File: src/vdp_reg_pkg.sv
// Register numbers, field widths and control types of the VDP register unit
// Only the registers kept by this unit have numbers here
// Mode enum covers the standard MSX2 screen modes, anything else is undefined

package vdp_reg_pkg;

  localparam int REG_NUM_W    = 6;
  localparam int REG_DATA_W   = 8;
  localparam int STATUS_SEL_W = 4;
  localparam int PAL_IDX_W    = 4;
  localparam int PAL_DEPTH    = 1 << PAL_IDX_W;

  typedef logic [REG_NUM_W-1:0]    reg_num_t;
  typedef logic [REG_DATA_W-1:0]   reg_data_t;
  typedef logic [STATUS_SEL_W-1:0] status_sel_t;
  typedef logic [PAL_IDX_W-1:0]    pal_idx_t;

  // ------------------------------------------------------------
  // Register numbers
  // ------------------------------------------------------------
  localparam reg_num_t REG_R0  = 6'd0;
  localparam reg_num_t REG_R1  = 6'd1;
  localparam reg_num_t REG_R7  = 6'd7;
  localparam reg_num_t REG_R9  = 6'd9;
  localparam reg_num_t REG_R15 = 6'd15;
  localparam reg_num_t REG_R16 = 6'd16;
  localparam reg_num_t REG_R17 = 6'd17;
  localparam reg_num_t REG_R18 = 6'd18;
  localparam reg_num_t REG_R19 = 6'd19;

  // Status selects in R15
  localparam status_sel_t STATUS_S0 = 4'd0;
  localparam status_sel_t STATUS_S1 = 4'd1;
  localparam status_sel_t STATUS_S2 = 4'd2;

  localparam logic [4:0] VDP_ID        = 5'd2;
  localparam reg_data_t  STATUS_UNUSED = 8'hFF;

  typedef enum logic [3:0] {
    MODE_GRAPHIC1,
    MODE_GRAPHIC2,
    MODE_GRAPHIC3,
    MODE_GRAPHIC4,
    MODE_GRAPHIC5,
    MODE_GRAPHIC6,
    MODE_GRAPHIC7,
    MODE_TEXT1,
    MODE_TEXT2,
    MODE_MULTI,
    MODE_UNDEF
  } disp_mode_t;

  typedef struct packed {
    logic      hsync_int_en;
    logic      vsync_int_en;
    logic      disp_on;
    logic      sp_size;
    logic      sp_zoom;
    logic      bl_clks;
    logic      pal_mode;
    logic      interlace;
    logic      y_dots;
    reg_data_t frame_col;
    reg_data_t adjust;
    reg_data_t hsync_int_line;
  } ctrl_regs_t;

endpackage

File: src/vdp_bus_pkg.sv
// CPU port numbers and the write records passed between the VDP blocks
// Palette channels are 4 bits wide, the low bit is always written as 0

package vdp_bus_pkg;

  typedef logic [1:0] port_t;

  localparam port_t PORT_VRAM     = 2'd0;
  localparam port_t PORT_CTRL     = 2'd1;
  localparam port_t PORT_PAL      = 2'd2;
  localparam port_t PORT_INDIRECT = 2'd3;

  localparam int PAL_COLOR_W = 4;

  typedef logic [PAL_COLOR_W-1:0] pal_color_t;

  typedef struct packed {
    logic                   valid;
    vdp_reg_pkg::reg_num_t  num;
    vdp_reg_pkg::reg_data_t data;
  } reg_wr_t;

  typedef struct packed {
    pal_color_t r;
    pal_color_t g;
    pal_color_t b;
  } pal_entry_t;

  typedef struct packed {
    logic                  valid;
    vdp_reg_pkg::pal_idx_t idx;
    pal_entry_t            entry;
  } pal_wr_t;

endpackage

File: src/vdp_cpu_port.sv
// CPU side sequencer for the VDP ports
// Assumes req is a single cycle pulse with at least one idle cycle between
// Port 1 second bytes of the form 0x (VRAM address setup) are ignored
// Port 0 accesses have no effect

`timescale 1ns/1ps

module vdp_cpu_port
  import vdp_reg_pkg::*, vdp_bus_pkg::*;
(
  input  logic      RESET,
  input  logic      CLK21M,
  input  logic      req,
  input  logic      wrt,
  input  port_t     port,
  input  reg_data_t dbo,
  output logic      ack,
  input  pal_idx_t  r16_idx,
  input  logic      r16_load,
  input  reg_num_t  r17_ptr,
  input  logic      r17_inc,
  output reg_wr_t   reg_wr,
  output pal_wr_t   pal_wr
);

  typedef enum logic {P1_FIRST, P1_SECOND} p1_phase_t;
  typedef enum logic {PAL_RB, PAL_G} pal_phase_t;

  p1_phase_t  p1_phase;
  pal_phase_t pal_phase;
  reg_data_t  p1_byte;
  reg_data_t  rb_byte;
  pal_idx_t   pal_idx;
  reg_num_t   ind_ptr;
  logic       ptr_reload;

  logic       wr_req;
  logic       rd_req;
  pal_idx_t   cur_pal_idx;
  pal_phase_t cur_pal_phase;
  reg_num_t   cur_ptr;

  assign wr_req = req & wrt;
  assign rd_req = req & ~wrt;

  // R16/R17 values appear on the bank outputs one cycle after reg_wr
  assign cur_pal_idx   = r16_load ? r16_idx : pal_idx;
  assign cur_pal_phase = r16_load ? PAL_RB : pal_phase;
  assign cur_ptr       = ptr_reload ? r17_ptr : ind_ptr;

  // First byte and red/blue byte buffers
  always_ff @(posedge RESET) begin
    if (wr_req && port == PORT_CTRL && p1_phase == P1_FIRST) begin
      p1_byte <= dbo;
    end
    if (wr_req && port == PORT_PAL && cur_pal_phase == PAL_RB) begin
      rb_byte <= dbo;
    end
  end

  always_ff @(posedge RESET or posedge CLK21M) begin
    if (CLK21M) begin
      ack        <= 1'b0;
      p1_phase   <= P1_FIRST;
      pal_phase  <= PAL_RB;
      pal_idx    <= '0;
      ind_ptr    <= '0;
      ptr_reload <= 1'b0;
      reg_wr     <= '0;
      pal_wr     <= '0;
    end else begin
      ack          <= req;
      reg_wr.valid <= 1'b0;
      pal_wr.valid <= 1'b0;
      ptr_reload   <= reg_wr.valid && reg_wr.num == REG_R17;
      pal_idx      <= cur_pal_idx;
      pal_phase    <= cur_pal_phase;
      ind_ptr      <= cur_ptr;
      // Status read restarts the two byte sequence
      if (rd_req && port == PORT_CTRL) begin
        p1_phase <= P1_FIRST;
      end
      if (wr_req) begin
        case (port)
          PORT_VRAM: begin
            // VRAM data port lives outside this unit
          end
          PORT_CTRL: begin
            if (p1_phase == P1_FIRST) begin
              p1_phase <= P1_SECOND;
            end else begin
              p1_phase <= P1_FIRST;
              if (dbo[7]) begin
                reg_wr <= '{valid: 1'b1, num: dbo[5:0], data: p1_byte};
              end
            end
          end
          PORT_PAL: begin
            if (cur_pal_phase == PAL_RB) begin
              pal_phase <= PAL_G;
            end else begin
              pal_phase <= PAL_RB;
              pal_idx   <= cur_pal_idx + 4'd1;
              // 3 bit channels padded with a low zero
              pal_wr <= '{valid: 1'b1,
                          idx:   cur_pal_idx,
                          entry: '{r: {rb_byte[6:4], 1'b0},
                                   g: {dbo[2:0], 1'b0},
                                   b: {rb_byte[2:0], 1'b0}}};
            end
          end
          PORT_INDIRECT: begin
            // R17 protects itself, pointer still advances
            if (cur_ptr != REG_R17) begin
              reg_wr <= '{valid: 1'b1, num: cur_ptr, data: dbo};
            end
            ind_ptr <= cur_ptr + reg_num_t'(r17_inc);
          end
        endcase
      end
    end
  end

  a_reg_wr_pulse: assert property (@(posedge RESET) disable iff (CLK21M)
    reg_wr.valid |=> !reg_wr.valid);

endmodule

File: src/vdp_ctrl_regs.sv
// Control register bank R0, R1, R7, R9, R15-R19
// Display mode and display enable take effect on the next hsync cycle
// Mode patterns outside the standard table decode to MODE_UNDEF

`timescale 1ns/1ps

module vdp_ctrl_regs
  import vdp_reg_pkg::*, vdp_bus_pkg::*;
(
  input  logic        RESET,
  input  logic        CLK21M,
  input  logic        hsync,
  input  reg_wr_t     reg_wr,
  output ctrl_regs_t  ctrl,
  output disp_mode_t  mode,
  output status_sel_t r15_sel,
  output pal_idx_t    r16_idx,
  output logic        r16_load,
  output reg_num_t    r17_ptr,
  output logic        r17_inc,
  output logic        hclr_by_write
);

  logic [2:0] r0_mode_stg;
  logic [1:0] r1_mode_stg;
  logic       disp_on_stg;
  logic [2:0] r0_mode;
  logic [1:0] r1_mode;
  logic [4:0] mode_key;
  reg_data_t  wd;

  assign wd = reg_wr.data;

  // ------------------------------------------------------------
  // Register writes and hsync latch
  // ------------------------------------------------------------
  always_ff @(posedge RESET or posedge CLK21M) begin
    if (CLK21M) begin
      ctrl        <= '0;
      r0_mode_stg <= '0;
      r1_mode_stg <= '0;
      disp_on_stg <= 1'b0;
      r0_mode     <= '0;
      r1_mode     <= '0;
      r15_sel     <= '0;
      r16_idx     <= '0;
      r16_load    <= 1'b0;
      r17_ptr     <= '0;
      r17_inc     <= 1'b0;
    end else begin
      r16_load <= 1'b0;
      if (hsync) begin
        ctrl.disp_on <= disp_on_stg;
        r0_mode      <= r0_mode_stg;
        r1_mode      <= r1_mode_stg;
      end
      if (reg_wr.valid) begin
        case (reg_wr.num)
          REG_R0: begin
            ctrl.hsync_int_en <= wd[4];
            r0_mode_stg       <= wd[3:1];
          end
          REG_R1: begin
            ctrl.sp_zoom      <= wd[0];
            ctrl.sp_size      <= wd[1];
            ctrl.bl_clks      <= wd[2];
            r1_mode_stg       <= wd[4:3];
            ctrl.vsync_int_en <= wd[5];
            disp_on_stg       <= wd[6];
          end
          REG_R7:  ctrl.frame_col <= wd;
          REG_R9: begin
            ctrl.pal_mode  <= wd[1];
            ctrl.interlace <= wd[3];
            ctrl.y_dots    <= wd[7];
          end
          REG_R15: r15_sel <= wd[3:0];
          REG_R16: begin
            r16_idx  <= wd[3:0];
            r16_load <= 1'b1;
          end
          REG_R17: begin
            r17_ptr <= wd[5:0];
            // Bit 7 set means no auto increment
            r17_inc <= ~wd[7];
          end
          REG_R18: ctrl.adjust <= wd;
          REG_R19: ctrl.hsync_int_line <= wd;
          default: begin
          end
        endcase
      end
    end
  end

  // Writing R19, or R0 with IE1 set, drops a pending line interrupt
  assign hclr_by_write = reg_wr.valid &&
                         (reg_wr.num == REG_R19 || (reg_wr.num == REG_R0 && wd[4]));

  // Key is M5 M4 M3 M2 M1
  assign mode_key = {r0_mode, r1_mode[0], r1_mode[1]};

  always_comb begin
    case (mode_key)
      5'b00000: mode = MODE_GRAPHIC1;
      5'b00001: mode = MODE_TEXT1;
      5'b00010: mode = MODE_MULTI;
      5'b00100: mode = MODE_GRAPHIC2;
      5'b01000: mode = MODE_GRAPHIC3;
      5'b01001: mode = MODE_TEXT2;
      5'b01100: mode = MODE_GRAPHIC4;
      5'b10000: mode = MODE_GRAPHIC5;
      5'b10100: mode = MODE_GRAPHIC6;
      5'b11100: mode = MODE_GRAPHIC7;
      default:  mode = MODE_UNDEF;
    endcase
  end

  a_mode_defined: assert property (@(posedge RESET) disable iff (CLK21M)
    hsync && disp_on_stg |=> mode != MODE_UNDEF);

endmodule

File: src/vdp_palette.sv
// 16 entry palette RAM with 4 bit red, green and blue channels
// Writes wait for an odd dot state (01 or 10) before they commit
// A newer write replaces one that has not committed yet
// pal_data lags pal_addr by one cycle and is stale in commit cycles

`timescale 1ns/1ps

module vdp_palette
  import vdp_reg_pkg::*, vdp_bus_pkg::*;
(
  input  logic       RESET,
  input  logic       CLK21M,
  input  logic [1:0] dotstate,
  input  pal_wr_t    pal_wr,
  input  pal_idx_t   pal_addr,
  output pal_entry_t pal_data
);

  pal_entry_t mem [PAL_DEPTH];

  logic       wr_req;
  logic       wr_ack;
  pal_idx_t   pend_idx;
  pal_entry_t pend_entry;
  logic       odd_dot;
  logic       pal_we;
  pal_idx_t   ram_addr;

  assign odd_dot  = dotstate[1] ^ dotstate[0];
  assign pal_we   = odd_dot && (wr_req != wr_ack);
  assign ram_addr = pal_we ? pend_idx : pal_addr;

  // ------------------------------------------------------------
  // Request toggle pair
  // ------------------------------------------------------------
  always_ff @(posedge RESET or posedge CLK21M) begin
    if (CLK21M) begin
      wr_req <= 1'b0;
      wr_ack <= 1'b0;
    end else begin
      if (pal_we) begin
        wr_ack <= ~wr_ack;
      end
      // Keep the new request pending even if the old one commits now
      if (pal_wr.valid) begin
        wr_req <= pal_we ? wr_ack : ~wr_ack;
      end
    end
  end

  always_ff @(posedge RESET) begin
    if (pal_wr.valid) begin
      pend_idx   <= pal_wr.idx;
      pend_entry <= pal_wr.entry;
    end
  end

  // Single port RAM shared by commit and display read
  always_ff @(posedge RESET) begin
    if (pal_we) begin
      mem[ram_addr] <= pend_entry;
    end
    pal_data <= mem[ram_addr];
  end

  // A pending write stays pending through even dot states
  a_hold_even: assert property (@(posedge RESET) disable iff (CLK21M)
    !odd_dot && (wr_req != wr_ack) |=> wr_req != wr_ack);

endmodule

File: src/vdp_status_read.sv
// CPU read data for status registers S#0, S#1 and S#2
// Other status selects and the other ports read as 0xFF
// status_in bit 0 is reserved

`timescale 1ns/1ps

module vdp_status_read
  import vdp_reg_pkg::*, vdp_bus_pkg::*;
(
  input  logic        RESET,
  input  logic        CLK21M,
  input  logic        req,
  input  logic        wrt,
  input  port_t       port,
  input  status_sel_t r15_sel,
  input  logic        hclr_by_write,
  input  logic [15:0] status_in,
  output reg_data_t   dbi,
  output logic        clr_vsync_int,
  output logic        clr_hsync_int
);

  typedef struct packed {
    logic       vsync_int_n;
    logic       hsync_int_n;
    logic       overmapped;
    logic       collision;
    logic [4:0] spnum;
    logic       tr;
    logic       vd;
    logic       hd;
    logic       bd;
    logic       field;
    logic       ce;
    logic       rsvd;
  } status_flags_t;

  status_flags_t flags;
  logic          rd_req;
  logic          s_rd;
  reg_data_t     s0;
  reg_data_t     s1;
  reg_data_t     s2;

  assign flags  = status_in;
  assign rd_req = req & ~wrt;
  assign s_rd   = rd_req && port == PORT_CTRL;

  assign s0 = {~flags.vsync_int_n, flags.overmapped, flags.collision, flags.spnum};
  assign s1 = {2'b00, VDP_ID, ~flags.hsync_int_n};
  assign s2 = {flags.tr, flags.vd, flags.hd, flags.bd, 2'b11, flags.field, flags.ce};

  always_ff @(posedge RESET or posedge CLK21M) begin
    if (CLK21M) begin
      dbi           <= '0;
      clr_vsync_int <= 1'b0;
      clr_hsync_int <= 1'b0;
    end else begin
      clr_vsync_int <= s_rd && r15_sel == STATUS_S0;
      clr_hsync_int <= (s_rd && r15_sel == STATUS_S1) || hclr_by_write;
      // dbi holds its value between reads
      if (rd_req) begin
        if (port != PORT_CTRL) begin
          dbi <= STATUS_UNUSED;
        end else begin
          case (r15_sel)
            STATUS_S0: dbi <= s0;
            STATUS_S1: dbi <= s1;
            STATUS_S2: dbi <= s2;
            default:   dbi <= STATUS_UNUSED;
          endcase
        end
      end
    end
  end

endmodule

File: src/vdp_register_top.sv
// CPU register unit of an MSX2 style VDP
// RESET is the clock, CLK21M the asynchronous active high reset
// ack follows req by one cycle, there is no back pressure

`timescale 1ns/1ps

module vdp_register_top
  import vdp_reg_pkg::*, vdp_bus_pkg::*;
(
  input  logic        RESET,
  input  logic        CLK21M,
  input  logic        req,
  input  logic        wrt,
  input  port_t       port,
  input  reg_data_t   dbo,
  output logic        ack,
  output reg_data_t   dbi,
  input  logic        hsync,
  input  logic [1:0]  dotstate,
  input  logic [15:0] status_in,
  input  pal_idx_t    pal_addr,
  output pal_entry_t  pal_data,
  output ctrl_regs_t  ctrl,
  output disp_mode_t  mode,
  output logic        clr_vsync_int,
  output logic        clr_hsync_int
);

  reg_wr_t     reg_wr;
  pal_wr_t     pal_wr;
  status_sel_t r15_sel;
  pal_idx_t    r16_idx;
  logic        r16_load;
  reg_num_t    r17_ptr;
  logic        r17_inc;
  logic        hclr_by_write;

  vdp_cpu_port u_cpu_port (
    .RESET    (RESET),
    .CLK21M   (CLK21M),
    .req      (req),
    .wrt      (wrt),
    .port     (port),
    .dbo      (dbo),
    .ack      (ack),
    .r16_idx  (r16_idx),
    .r16_load (r16_load),
    .r17_ptr  (r17_ptr),
    .r17_inc  (r17_inc),
    .reg_wr   (reg_wr),
    .pal_wr   (pal_wr)
  );

  vdp_ctrl_regs u_ctrl_regs (
    .RESET         (RESET),
    .CLK21M        (CLK21M),
    .hsync         (hsync),
    .reg_wr        (reg_wr),
    .ctrl          (ctrl),
    .mode          (mode),
    .r15_sel       (r15_sel),
    .r16_idx       (r16_idx),
    .r16_load      (r16_load),
    .r17_ptr       (r17_ptr),
    .r17_inc       (r17_inc),
    .hclr_by_write (hclr_by_write)
  );

  vdp_palette u_palette (
    .RESET    (RESET),
    .CLK21M   (CLK21M),
    .dotstate (dotstate),
    .pal_wr   (pal_wr),
    .pal_addr (pal_addr),
    .pal_data (pal_data)
  );

  vdp_status_read u_status_read (
    .RESET         (RESET),
    .CLK21M        (CLK21M),
    .req           (req),
    .wrt           (wrt),
    .port          (port),
    .r15_sel       (r15_sel),
    .hclr_by_write (hclr_by_write),
    .status_in     (status_in),
    .dbi           (dbi),
    .clr_vsync_int (clr_vsync_int),
    .clr_hsync_int (clr_hsync_int)
  );

endmodule

File: config.mk
export PLATFORM = sky130hd
export DESIGN_NAME = vdp_register_top
export DESIGN_NICKNAME = d
export VERILOG_FILES = /design/src/vdp_reg_pkg.sv /design/src/vdp_bus_pkg.sv /design/src/vdp_cpu_port.sv /design/src/vdp_ctrl_regs.sv /design/src/vdp_palette.sv /design/src/vdp_status_read.sv /design/src/vdp_register_top.sv
export SDC_FILE = /design/constraint.sdc
export NUM_CORES = 1
export LEC_CHECK = 0
export BUFFER_PORTS_ARGS = -buffer_cell sky130_fd_sc_hd__buf_4
export CAP_MARGIN = 30
export CORE_MARGIN = 3
export CORE_UTILIZATION = 45
export CTS_BUF_LIST = sky130_fd_sc_hd__clkbuf_4
export CTS_CLUSTER_DIAMETER = 50
export CTS_CLUSTER_SIZE = 14
export DETAILED_ROUTE_END_ITERATION = 8
export PLACE_DENSITY = 0.71
export SYNTH_ARGS = -nofsm -noshare
export SYNTH_HDL_FRONTEND = slang
export SYNTH_SLANG_ARGS = --single-unit
File: constraint.sdc
create_clock -name RESET -period 6.9 [get_ports RESET]
set_input_delay 0.345 -clock RESET [delete_from_list [all_inputs] [get_ports RESET]]
set_output_delay 0.345 -clock RESET [all_outputs]
set_load 0.005 [all_outputs]
==> Implementation_results.wiki <==
{| class="wikitable"
! Metric !! Value
|-
| Cells taking the most area after synthesis || edfxtp_1, dfrtp_1, nand2b_1, mux2_2, a311oi_1
|-
| Crit path setup slack, layout || between 3 and 4 ns
|-
| Max_cap viols || 0
|-
| Leakage power || between 5 and 6 nW
|-
| FFs w/ async S/R, synth || about two fifths
|-
| Final weighted congestion in routability-driven placement || slightly below 0.8
|-
| Placed Cells incl. Taps || around 1,600
|-
| Total routing resource utilization after global routing || approximately a fifth
|-
| Vias/cell || ~6
|-
| Clock Tree Buf Depth || 3
|-
| Fraction of power consumed by the clock network || around 22%
|-
| Startpoint Class || flip-flop
|-
| Worst reg2reg startpoint || u_palette.wr_ack
|-
| Count of state elements after synthesis || 295
|-
| Nets || 1,301
|-
| Top_reg_cell synth || edfxtp_1
|-
| Worst slew slack as a fraction of its limit || a little under a third
|-
| Top cell type by total area after synthesis || edfxtp_1
|-
| Average wire per standard cell || between 20 and 25 um
|-
| Critical path class || reg2reg
|-
| Count of yosys warnings during synthesis || 0
|-
| Max stage delay cell, worst path || buf_4
|-
| Deepest level of the CTS H-tree || 1
|-
| Number of design-rule violations left by the first detailed-router iteration || around 920
|-
| Reg-to-reg critical path endpoint || u_palette.pal_data[11]
|-
| Setup TNS || 0 ns
|-
| Detail Route Antenna Nets || 0
|-
| Die width || ~180 um
|-
| HPWL after detailed placement || slightly below 20,000 um
|-
| Start point of the critical path || u_palette.wr_ack
|-
| Number of inserted filler cells in the final layout || roughly 2,600
|-
| Worst clock skew on the final layout || a little over 0.05 ns
|-
| Vias in the first global route || roughly 10,000
|-
| Count of placed standard cells in the final layout, fillers left out || 1,671
|-
| Proportion of synthesized chip area in sequential cells || between 50% and 60%
|-
| Hold slack final || around 0.16 ns
|-
| I/O pin count || 97
|-
| CTS tree || yes
|-
| Number of buffers inserted during clock tree synthesis || 31
|-
| Power share of the sequential group || around 50%
|-
| Mapped cell area || between 10,000 and 15,000 um2
|-
| Sw frac || 35.5%
|-
| Residual DRC || 0
|-
| Cell with the most instances on the worst path || buf_4
|-
| Cell variety after synth || 55
|-
| Area share of the largest cell type after synthesis || a little under two fifths
|-
| Total core area || approximately 30,000 um2
|-
| Top achievable clock speed || approximately 260 MHz
|-
| Top-count cell post-synth || edfxtp_1
|-
| Die extent in y || 182 um
|-
| Length in cells of the worst reg-to-reg path || 7
|-
| Total vias in the final route || slightly above 10,000
|-
| Worst Path Arrival || between 4 and 5 ns
|-
| Power density over cell area || around 270 nW/um2
|-
| Worst hold path startpoint || status_in[7]
|-
| Switching power || around 1.5 mW
|-
| Number of search-and-repair iterations in the first detailed-routing pass || 5
|-
| Final cycle utilization of the critical path || 55.1%
|-
| VDD IR-drop max || ~0.27 mV
|-
| Critical path capture point type || flip-flop
|-
| GR Overflow Total || 0
|-
| CP max FO || 80
|-
| Run status || finished clean
|-
| Post-synthesis instance total || roughly 1,200
|-
| Clock-pin slew on the worst setup and hold paths || about 0.14 ns
|-
| Share of power burned in combinational logic || ~28%
|-
| Row Count || 63
|-
| Worst setup slack for register-to-register paths || 3.10 ns
|-
| Routed WL || 33,700 um
|-
| Setup repair after global routing missed its margin || false
|-
| Final count of hold timing violations || 0
|-
| Crit path buf inv count || 2
|-
| Synth-to-Final Area Change || 12.4%
|-
| Hold Path Stages || 6
|-
| Worst Hold Endpoint || u_status_read.dbi[0]
|-
| Largest stage delay on the critical path || 0.74 ns
|-
| Number of max-slew violations in the final report || 0
|-
| Source-to-sink clock delay at the later pin of the worst-skew pair || approximately 0.75 ns
|-
| Effective utilization at floorplan || 46.4%
|-
| Internal Power || roughly 2.8 mW
|-
| Wire length of the first global-routing pass || approximately 53,000 um
|-
| Slew at the pin closest to its max-slew limit || 1.05 ns
|-
| Commonest cells post-synth || edfxtp_1, nand2b_1, dfrtp_1
|-
| Utilization of the core after routing || 52.1%
|-
| Number of synthesized flops with an enable pin || roughly 170
|-
| Cell at the root of the clock tree || clkbuf_4
|-
| Number of antenna violations at the first check in global routing || 2
|-
| Worst-case setup slack after placement || approximately 3.2 ns
|-
| Crit-path cells || xor2_4, buf_4, nand2_2, buf_4, a311oi_1, o22ai_1, or4_1
|-
| Layout cell share with drive strength beyond 1 || roughly a fifth
|-
| Largest net degree at the start of global routing || around 120
|-
| Worst hold path type || in2reg
|-
| Die footprint || ~33,000 um2
|-
| Final setup violation count || 0
|-
| Cell type group with the largest total delay on the critical path || buffers and inverters
|-
| CTS sink cnt || 295
|-
| Mean post-synth cell area || ~12 um2
|-
| Crit path required time || ~7.5 ns
|-
| Count of buffers inserted at the top-level ports || a little over 90
|-
| Crit path time final || around 3.8 ns
|}
final cells by class:
cell class	count	area (um2)	share of cell area, %
antenna	1	2.50	0.0160
clock inverter	16	156	0.997
tap	390	488	3.11
sequential	295	8190	52.2
timing repair buffer	138	1130	7.21
inverter	15	58.8	0.375
clock buffer	40	300	1.91
multi-input combinational	776	5360	34.1
kinds of logic (layout without fill, tap and decap cells):
kind of cell	Yosys count	after routing	synth area share [%]
compound gates	320	320	16.1
xor+xnor	11	11	0.852
fa+ha+maj	7	7	0.627
buf+inv	108	209	3.53
flops	295	295	58.7
mux	92	92	7.28
other cells	1	4	0.0269
simple gates	343	343	12.9
power groups by stage:
| stage | Sequential [mW] | Combinational (mW) | Clock, mW |
|---|---|---|---|
| after floorplan | 2.12 | 0.858 | 0 |
| after global placement | 2.15 | 1.16 | 0 |
| after detailed placement | 2.16 | 1.18 | 0 |
| after CTS | 2.12 | 1.20 | 0.977 |
| after global routing | 2.14 | 1.31 | 1.04 |
| final | 2.12 | 1.21 | 0.949 |
layer usage:
metal | share of wire, % | track usage, % | vias up
met5 | 0 | 0 | -
met4 | 2.7 | 5.88 | 0
met3 | 6.5 | 2.75 | 77
met2 | 49 | 33.1 | 373
met1 | 41 | 27.0 | 5029
li1 | - | - | 4592
tightest hold or removal path, delay by kind of cell:
family                 cells  cell delay, ns
AND/OR/NAND/NOR            2            0.22
buffers and inverters      1            0.08
AO/OA/AOI/OAI              2            0.19
multiplexers               1            0.05
worst max-delay path by stage:
stage / end / depth (start not counted)
after floorplan: u_cpu_port.ack / 1
after global placement: u_palette.pal_data[11] / 8
after detailed placement: u_palette.pal_data[11] / 8
after CTS: u_palette.pal_data[11] / 7
after global routing: u_palette.pal_data[6] / 7
final: u_palette.pal_data[11] / 7
sequential cells by signal, indices dropped and copies added (netlist names), 4 cells and up:
register	count
u_cpu_port.rb_byte	6
u_ctrl_regs.r16_idx	4
u_cpu_port.pal_wr	14
u_cpu_port.pal_idx	4
u_status_read.dbi	8
u_palette.mem	144
u_cpu_port.ind_ptr	6
u_palette.pend_idx	4
u_ctrl_regs.r17_ptr	6
u_ctrl_regs.r15_sel	4
u_cpu_port.p1_byte	8
u_palette.pend_entry	9
u_palette.pal_data	9
u_ctrl_regs.ctrl	33
u_cpu_port.reg_wr	15
repair_timing:
| item | 4_1_cts | 5_1_grt |
|---|---|---|
| endpoints found under the setup margin | 0 | 0 |
| setup buffers | 0 | 0 |
| resized for setup | 0 | 0 |
| hold buffers | 30 | 0 |
| endpoints found under the hold margin | 107 | 0 |
per-stage QoR:
step	total power, mW	instance area (um2)
after detailed placement	3.34	14900
after global placement	3.31	14900
after global routing	4.49	15700
after floorplan	2.98	14000
after CTS	4.29	15600
final	4.27	15700
layout by cell type, fill, tap and decap left out, drive strengths merged, types with 6 or more instances in the layout:
cell         netlist  final
mux2              76     76
a22o               9      9
ha                 7      7
a311oi            72     72
a211oi            74     74
mux2i             16     16
xor2               6      6
inv               15     20
nand3              8      8
or4                9      9
a21oi             82     82
dfrtp            115    115
nand2            107    107
nand2b           148    148
o21ai             20     20
nor2              34     34
o22a               6      6
dfxtp              9      9
buf               41    108
nor3              12     12
clkinv             0      7
edfxtp           171    171
dlygate4sd3        0     30
nor4               6      6
o22ai             41     41
clkbuf            52     40
Power figures use the tool's default switching activity.
